[src/hw/line_buf_pkg.sv]
// Image, pixel and window constants and vector types shared by the line buffer RTL and its testbench
package line_buf_pkg;

    localparam int PIXEL_WIDTH = 24;            // One RGB pixel
    localparam int IMG_WIDTH   = 16;            // Pixels per image line
    localparam int NUM_BANKS   = 5;             // Four lines read while the fifth is written
    localparam int WIN_SIZE    = 4;             // Side of the bicubic kernel

    typedef logic [PIXEL_WIDTH-1:0] pixel_t;

    // Column address within one line
    typedef logic [$clog2(IMG_WIDTH)-1:0] col_addr_t;

    typedef logic [$clog2(NUM_BANKS)-1:0] bank_idx_t;

    // Occupied lines, 0 up to NUM_BANKS
    typedef logic [$clog2(NUM_BANKS+1)-1:0] line_cnt_t;

    // Slot i holds line i of the window, slot 0 is the oldest line
    typedef logic [WIN_SIZE*PIXEL_WIDTH-1:0] column_t;

    // Pixel row*WIN_SIZE+col in slot row*WIN_SIZE+col, row 0 oldest, col 0 leftmost
    typedef logic [WIN_SIZE*WIN_SIZE*PIXEL_WIDTH-1:0] window_t;

endpackage

[src/hw/line_sram.sv]
// Storage for one image line, one write port and one read port with registered read data
`timescale 1ns/100ps

module line_sram (
    input  logic                  clk,
    input  logic                  we,
    input  line_buf_pkg::col_addr_t waddr,
    input  line_buf_pkg::pixel_t    wdata,
    input  logic                  re,
    input  line_buf_pkg::col_addr_t raddr,
    output line_buf_pkg::pixel_t    rdata
);

    import line_buf_pkg::*;

    pixel_t mem [IMG_WIDTH];

    always_ff @(posedge clk) begin
        if (we) begin
            mem[waddr] <= wdata;
        end
    end

    // One cycle read latency
    always_ff @(posedge clk) begin
        if (re) begin
            rdata <= mem[raddr];
        end
    end

endmodule

[src/hw/pixel_writer.sv]
// Input side of the line buffer that accepts the raster pixel stream and writes it into the line banks
`timescale 1ns/100ps

module pixel_writer (
    input  logic                    clk,
    input  logic                    rst_n,
    input  logic                    pix_valid,
    input  line_buf_pkg::pixel_t    pix_data,
    output logic                    pix_ready,
    input  logic                    space_avail,
    output logic                    wr_en,
    output line_buf_pkg::col_addr_t wr_col,
    output line_buf_pkg::pixel_t    wr_data,
    output logic                    line_commit
);

    import line_buf_pkg::*;

    col_addr_t  col;
    logic [1:0] commit_wait;                    // Cycles left until the commit reaches the count
    logic       accept;
    logic       last_col;

    assign last_col  = (col == col_addr_t'(IMG_WIDTH - 1));
    assign pix_ready = space_avail && (commit_wait == 2'd0);
    assign accept    = pix_valid && pix_ready;

    always_ff @(posedge clk or negedge rst_n) begin
        if (!rst_n) begin
            col         <= '0;
            commit_wait <= 2'd0;
            wr_en       <= 1'b0;
            line_commit <= 1'b0;
        end else begin
            wr_en       <= accept;
            line_commit <= accept && last_col;  // Travels with the last column write
            if (accept) begin
                col <= last_col ? '0 : col + 1'b1;
            end
            if (accept && last_col) begin
                commit_wait <= 2'd2;
            end else if (commit_wait != 2'd0) begin
                commit_wait <= commit_wait - 2'd1;
            end
        end
    end

    always_ff @(posedge clk) begin
        if (accept) begin
            wr_col  <= col;
            wr_data <= pix_data;
        end
    end

    // A write only lands while a bank is still free
    a_write_has_space: assert property (@(posedge clk) disable iff (!rst_n)
        wr_en |-> space_avail);

endmodule

[src/hw/line_bank_array.sv]
// Five rotating line banks, one being written while the four oldest lines are read as a column
`timescale 1ns/100ps

module line_bank_array (
    input  logic                    clk,
    input  logic                    rst_n,
    input  logic                    wr_en,
    input  line_buf_pkg::col_addr_t wr_col,
    input  line_buf_pkg::pixel_t    wr_data,
    input  logic                    line_commit,
    output logic                    space_avail,
    output logic                    lines_ready,
    input  logic                    rd_en,
    input  line_buf_pkg::col_addr_t rd_col,
    output line_buf_pkg::column_t   rd_data,
    input  logic                    line_release
);

    import line_buf_pkg::*;

    bank_idx_t wr_ptr;                          // Bank of the line being written
    bank_idx_t rd_ptr;                          // Bank of the oldest line
    bank_idx_t rd_base;                         // Oldest bank at the time of the read
    line_cnt_t line_cnt;
    pixel_t    bank_rdata [NUM_BANKS];

    // Bank index plus a step, wrapping over the five banks
    function automatic bank_idx_t bank_add(bank_idx_t base, int unsigned step);
        int unsigned sum;
        sum = int'(base) + step;
        if (sum >= NUM_BANKS) begin
            sum = sum - NUM_BANKS;
        end
        return bank_idx_t'(sum);
    endfunction

    for (genvar b = 0; b < NUM_BANKS; b++) begin : g_bank
        bank_idx_t age;                         // Distance from the oldest line
        logic      bank_we;
        logic      bank_re;

        assign age     = bank_add(bank_idx_t'(b), NUM_BANKS - int'(rd_ptr));
        assign bank_we = wr_en && (wr_ptr == bank_idx_t'(b));
        assign bank_re = rd_en && (age < bank_idx_t'(WIN_SIZE));

        line_sram u_line_sram (
            .clk   (clk),
            .we    (bank_we),
            .waddr (wr_col),
            .wdata (wr_data),
            .re    (bank_re),
            .raddr (rd_col),
            .rdata (bank_rdata[b])
        );
    end

    always_ff @(posedge clk or negedge rst_n) begin
        if (!rst_n) begin
            wr_ptr   <= '0;
            rd_ptr   <= '0;
            line_cnt <= '0;
        end else begin
            if (line_commit) begin
                wr_ptr <= bank_add(wr_ptr, 1);
            end
            if (line_release) begin
                rd_ptr <= bank_add(rd_ptr, 1);
            end
            case ({line_commit, line_release})
                2'b10:   line_cnt <= line_cnt + 1'b1;
                2'b01:   line_cnt <= line_cnt - 1'b1;
                default: line_cnt <= line_cnt;  // Commit and release cancel out
            endcase
        end
    end

    always_ff @(posedge clk) begin
        if (rd_en) begin
            rd_base <= rd_ptr;
        end
    end

    // Rotate the bank outputs so slot 0 is the oldest line
    always_comb begin
        for (int i = 0; i < WIN_SIZE; i++) begin
            rd_data[i*PIXEL_WIDTH +: PIXEL_WIDTH] = bank_rdata[bank_add(rd_base, i)];
        end
    end

    assign space_avail = (line_cnt < line_cnt_t'(NUM_BANKS));
    assign lines_ready = (line_cnt >= line_cnt_t'(WIN_SIZE));

    // Writer must hold off while every bank is taken
    a_no_commit_full: assert property (@(posedge clk) disable iff (!rst_n)
        line_commit |-> (line_cnt < line_cnt_t'(NUM_BANKS)));

    // Reader only frees a line after a full window row
    a_no_release_short: assert property (@(posedge clk) disable iff (!rst_n)
        line_release |-> (line_cnt >= line_cnt_t'(WIN_SIZE)));

endmodule

[src/hw/window_reader.sv]
// Output side of the line buffer, scans the four oldest lines and streams out 4x4 windows
`timescale 1ns/100ps

module window_reader (
    input  logic                    clk,
    input  logic                    rst_n,
    input  logic                    lines_ready,
    output logic                    rd_en,
    output line_buf_pkg::col_addr_t rd_col,
    input  line_buf_pkg::column_t   rd_data,
    output logic                    line_release,
    output logic                    window_valid,
    input  logic                    window_ready,
    output line_buf_pkg::window_t   window
);

    import line_buf_pkg::*;

    typedef enum logic [2:0] {
        IDLE,
        READ,
        SHIFT,
        PRESENT,
        RELEASE
    } reader_state_t;

    reader_state_t state;
    reader_state_t state_nxt;
    col_addr_t     col;                         // Column being read
    logic          last_col;
    logic          win_full;                    // Four columns in the window

    assign last_col = (col == col_addr_t'(IMG_WIDTH - 1));
    assign win_full = (col >= col_addr_t'(WIN_SIZE - 1));

    always_comb begin
        state_nxt = state;
        case (state)
            IDLE: begin
                if (lines_ready) begin
                    state_nxt = READ;
                end
            end
            READ:    state_nxt = SHIFT;
            SHIFT:   state_nxt = win_full ? PRESENT : READ;
            PRESENT: begin
                if (window_ready) begin
                    state_nxt = last_col ? RELEASE : READ;
                end
            end
            RELEASE: state_nxt = IDLE;
            default: state_nxt = IDLE;
        endcase
    end

    always_ff @(posedge clk or negedge rst_n) begin
        if (!rst_n) begin
            state <= IDLE;
            col   <= '0;
        end else begin
            state <= state_nxt;
            if (state == RELEASE) begin
                col <= '0;
            end else if ((state == SHIFT && !win_full) ||
                         (state == PRESENT && window_ready && !last_col)) begin
                col <= col + 1'b1;
            end
        end
    end

    // New column enters at the right, everything moves one place left
    always_ff @(posedge clk) begin
        if (state == SHIFT) begin
            for (int r = 0; r < WIN_SIZE; r++) begin
                for (int c = 0; c < WIN_SIZE - 1; c++) begin
                    window[(r*WIN_SIZE + c)*PIXEL_WIDTH +: PIXEL_WIDTH] <=
                        window[(r*WIN_SIZE + c + 1)*PIXEL_WIDTH +: PIXEL_WIDTH];
                end
                window[(r*WIN_SIZE + WIN_SIZE - 1)*PIXEL_WIDTH +: PIXEL_WIDTH] <=
                    rd_data[r*PIXEL_WIDTH +: PIXEL_WIDTH];
            end
        end
    end

    assign rd_en        = (state == READ);
    assign rd_col       = col;
    assign window_valid = (state == PRESENT);
    assign line_release = (state == RELEASE);

    // A stalled window must not move or drop
    a_window_hold: assert property (@(posedge clk) disable iff (!rst_n)
        window_valid && !window_ready |=> window_valid && $stable(window));

endmodule

[src/hw/bicubic_line_buffer.sv]
// Top of the bicubic line buffer, turns a raster pixel stream into a stream of 4x4 windows
`timescale 1ns/100ps

module bicubic_line_buffer (
    input  logic                  clk,
    input  logic                  rst_n,
    input  logic                  pix_valid,
    input  line_buf_pkg::pixel_t  pix_data,
    output logic                  pix_ready,
    output logic                  window_valid,
    input  logic                  window_ready,
    output line_buf_pkg::window_t window
);

    import line_buf_pkg::*;

    logic      wr_en;
    col_addr_t wr_col;
    pixel_t    wr_data;
    logic      line_commit;
    logic      space_avail;
    logic      lines_ready;
    logic      rd_en;
    col_addr_t rd_col;
    column_t   rd_data;
    logic      line_release;

    pixel_writer u_pixel_writer (
        .clk         (clk),
        .rst_n       (rst_n),
        .pix_valid   (pix_valid),
        .pix_data    (pix_data),
        .pix_ready   (pix_ready),
        .space_avail (space_avail),
        .wr_en       (wr_en),
        .wr_col      (wr_col),
        .wr_data     (wr_data),
        .line_commit (line_commit)
    );

    line_bank_array u_line_bank_array (
        .clk          (clk),
        .rst_n        (rst_n),
        .wr_en        (wr_en),
        .wr_col       (wr_col),
        .wr_data      (wr_data),
        .line_commit  (line_commit),
        .space_avail  (space_avail),
        .lines_ready  (lines_ready),
        .rd_en        (rd_en),
        .rd_col       (rd_col),
        .rd_data      (rd_data),
        .line_release (line_release)
    );

    window_reader u_window_reader (
        .clk          (clk),
        .rst_n        (rst_n),
        .lines_ready  (lines_ready),
        .rd_en        (rd_en),
        .rd_col       (rd_col),
        .rd_data      (rd_data),
        .line_release (line_release),
        .window_valid (window_valid),
        .window_ready (window_ready),
        .window       (window)
    );

endmodule

[config.mk]
export PLATFORM = sky130hd
export DESIGN_NAME = bicubic_line_buffer
export DESIGN_NICKNAME = d
export VERILOG_FILES = /design/src/hw/line_buf_pkg.sv /design/src/hw/line_sram.sv /design/src/hw/pixel_writer.sv /design/src/hw/line_bank_array.sv /design/src/hw/window_reader.sv /design/src/hw/bicubic_line_buffer.sv
export SDC_FILE = /design/constraint.sdc
export NUM_CORES = 2
export LEC_CHECK = 0
export BUFFER_PORTS_ARGS = -buffer_cell sky130_fd_sc_hd__clkbuf_2
export CORE_ASPECT_RATIO = 1.75
export CORE_UTILIZATION = 42
export DETAILED_ROUTE_END_ITERATION = 6
export SETUP_SLACK_MARGIN = 0.5
export SYNTH_ARGS = -nofsm -noshare
export SYNTH_HDL_FRONTEND = slang
export SYNTH_SLANG_ARGS = --single-unit
export TNS_END_PERCENT = 5
[constraint.sdc]
create_clock -name clk -period 36.8 [get_ports clk]
set_clock_uncertainty 0.1 [all_clocks]
set_input_delay 0 -clock clk [delete_from_list [all_inputs] [get_ports clk]]
set_output_delay 0 -clock clk [all_outputs]
set_load 0.01 [all_outputs]
==> flow_summary.ini <==
[min_path]
whs_path_depth = 4
hp-class = in -> reg
holdPathEnd = u_window_reader.state[2]$_DFFE_PN0P_
min_from = window_ready

[worst_setup_path]
crit_path_start = u_window_reader.state[1]$_DFFE_PN0P_
cpLargestDelayFamily = buffers and inverters
cpMaxStageDelayCell = buf_4
start_kind = flop
crit_path_max_incr_delay_ns = 0.91
critPathKind = reg -> reg
worst-path-buf-inv = 4
cp_cell_sequence = nor2b_1, nor2b_4, buf_4, buf_4, buf_4, buf_4
rr_worst_depth = 6
path_max_fanout = 88
r2r-start = u_window_reader.state[1]$_DFFE_PN0P_
end_kind = flop
r2r-end = u_window_reader.window[113]$_DFFE_PP_
critPathArrivalTime_ns = 5.74
cpMostUsedCell = buf_4
worstSetupPathDepth = 6
reg2reg_setup_slack_ns = 31.44
required_ns = 37.18

[die]
core_area_um2 = 224000
dieArea_um2 = 227000
die_y_um = 630
num_rows = 230
initial_core_util = 0.422
die-width_um = 361
io_pins = 414

[cts]
cts_max_level = 4
cts_made_buffers = 215
tritoncts = yes
cts_buffer_depth = 4
path_clk_slew_ns = 0.06
cts.sinks = 2479
clk_latency_ns = 0.87
clock-root-buffer = clkbuf_16
cts_setup_buffers = 0

[grt]
grt_max_degree = 109
overflow = 0
grtUsageTotal = 0.215
antenna_found_initial = 11
grt_pass1_vias = 46400
grt_pass1_wl_mm = 346

[synth]
synth.avg_cell_area_um2 = 23.2
netlist_area_um2 = 94600
synth_top_flop_cell = edfxtp_1
synth_seq_cells = 2479
synth-edff-count = 2455
synth_seq_area_share = 0.786
synth-simple-area-share = 0.0132
synthArstFlopShare = 0.00968
syn_inst = 4071
synth_mux_area_frac = 0.168
synth-compound-area-share = 0.0159
ys_types = 57
synth_fa_ha_area_frac = 0.00540
yosys.area_share.xor_xnor = 0.00128
yosysWarnings = 0
synthesis.nets = 4138
synth_top_family_by_area = multiplexers

[power]
power_frac_seq = 0.467
p_comb_frac = 0.279
pwr-share-clk = 0.254
ir_drop_mv = 0.0750
power_switching_mw = 2.73
powerDensity_nw_per_um2 = 80.3
switching_share = 0.314
p_int_mw = 5.95
p_leak_nw = 34.9

[status]
status = complete, no violations

[finish]
final_nets = 4763
fin_area_um2 = 108000
multi_input_area_um2 = 19600
final_common_cell = edfxtp_1
regArea_um2 = 74300
syn_to_final_growth_pct = 14.3
layout_common_cells = edfxtp_1, mux4_2, clkbuf_2, clkbuf_16, mux2i_1
drive_gt1_frac = 0.332
num-fill-cells = 18000

[flow_run]
cap_violations = 0

[timing]
fin_tns_setup_ns = 0
layout_min_cycle_time_ns = 5.36
hold_viol = 0
relSlewSlack = 0.199
whs_ns = 0.0998
setup_viol = 0
max_freq_ghz = 0.186
slew_viol_final = 0
fin_crit_sh = 0.146
max_slew.worst_pin.slew_ns = 1.20
rsz0062_at_grt = false

[routing]
firstDrtPassIters = 5
dr.first_iter.drc_count = 4471
wl_per_cell_um = 31.7
via_count = 45000
drtAntennaViolNets = 0
wirelength_mm = 246
drt-vias-per-instance = 5.79
drc = 0

[place]
place_congestion = 0.847
io_buffers = 413
hpwlAfterDp_mm = 144
dpl-instance-area_um2 = 101000
==> power groups by stage <==
| stage | clock [mW] | sequential, mW | combinational (mW) |
|---|---|---|---|
| after global placement | 0 | 4.11 | 2.41 |
| after global routing | 2.34 | 4.07 | 2.58 |
| after floorplan | 0 | 4.08 | 1.59 |
| after CTS | 2.25 | 4.06 | 2.45 |
| after detailed placement | 0 | 4.12 | 2.44 |
| final | 2.21 | 4.05 | 2.42 |
==> cell families (layout without fill, tap and decap cells) <==
group	count (synthesis)	count (layout)
muxes	829	829
other	0	1
AOI/OAI and AO/OA	198	198
adders and majority gates	39	39
DFF	2479	2479
xor gates and xnor gates	13	13
and+or+nand+nor	283	283
buffers and inverters	230	1020
==> what timing repair did <==
action / 4_1_cts / 5_1_grt
endpoints found under the hold margin: 84 / 0
setup endpoints to repair: 0 / 0
hold buffers: 53 / 0
resized for setup: 0 / 0
==> worst reg2reg max path, delay by kind of cell, from the launching register on <==
kind	cells	cell delay, ns
buf+inv	4	3.53
simple gates	2	0.87
flops	1	0.43
==> registers in the layout, summed over array words and instances, names as in the netlist, 2 cells and up <==
| register | flops |
|---|---|
| u_line_bank_array.g_bank.u_line_sram.mem | 1920 |
| u_line_bank_array.g_bank.u_line_sram.rdata | 120 |
| u_line_bank_array.line_cnt | 3 |
| u_line_bank_array.rd_base | 3 |
| u_line_bank_array.rd_ptr | 3 |
| u_line_bank_array.wr_ptr | 3 |
| u_pixel_writer.col | 4 |
| u_pixel_writer.commit_wait | 2 |
| u_pixel_writer.wr_col | 4 |
| u_pixel_writer.wr_data | 24 |
| u_window_reader.rd_col | 4 |
| u_window_reader.state | 3 |
| u_window_reader.window | 384 |
==> synthesized netlist by cell type (all sizes together), types with 3 or more instances <==
cell	count	area [um^2]
xnor2	3	26.3
xor2	10	95.1
a21o	25	188
o21ai	13	65.1
o221ai	72	631
nand3	37	185
edfxtp	2455	73700
o22ai	25	156
mux2	54	612
mux2i	174	1740
a21oi	21	105
nand2	98	368
dfrtp	24	601
nor2b	12	75.1
clkbuf	109	409
inv	24	90.1
nor2	105	394
nand2b	6	37.5
mux4	601	13500
ha	36	450
a22o	24	210
buf	96	492
and2	3	18.8
fa	3	60.1
nand4	6	37.5
==> per-stage QoR <==
step                worst slack [ns]  total power, mW  instances  utilization
floorplan                      18.11             5.67       4071            -
global placement               31.62             6.52       7326        0.450
detailed placement             31.48             6.56       7326        0.450
CTS                            31.47             8.76       7761        0.482
global route                   31.12             8.99       7762        0.482
finish                         31.44             8.68       7762        0.482
==> routing by layer <==
metal / GRT usage / wire [um] / vias up
met1: 0.255 / 90800 / 24300
met4: 0.0824 / 9900 / 4
met3: 0.0278 / 13200 / 428
met5: 0 / 34 / -
li1: - / - / 18500
met2: 0.394 / 132000 / 1722
==> layout make-up <==
class	count	area share
antenna	1	0.0000231
clock buffer	271	0.0527
clock inverter	111	0.00919
inverter	25	0.000868
multi-input combinational	1362	0.181
sequential	2479	0.688
tap	2900	0.0336
timing repair buffer	613	0.0348
==> worst max-delay path by stage <==
stage / slack, ns / end
global route: 31.12 / u_window_reader.window[165]$_DFFE_PP_
floorplan: 18.11 / u_window_reader.window[0]$_DFFE_PP_
CTS: 31.47 / u_window_reader.window[165]$_DFFE_PP_
detailed placement: 31.48 / u_window_reader.window[68]$_DFFE_PP_
finish: 31.44 / u_window_reader.window[113]$_DFFE_PP_
global placement: 31.62 / u_window_reader.window[140]$_DFFE_PP_
Note: power is estimated with default switching activity, not from simulation.
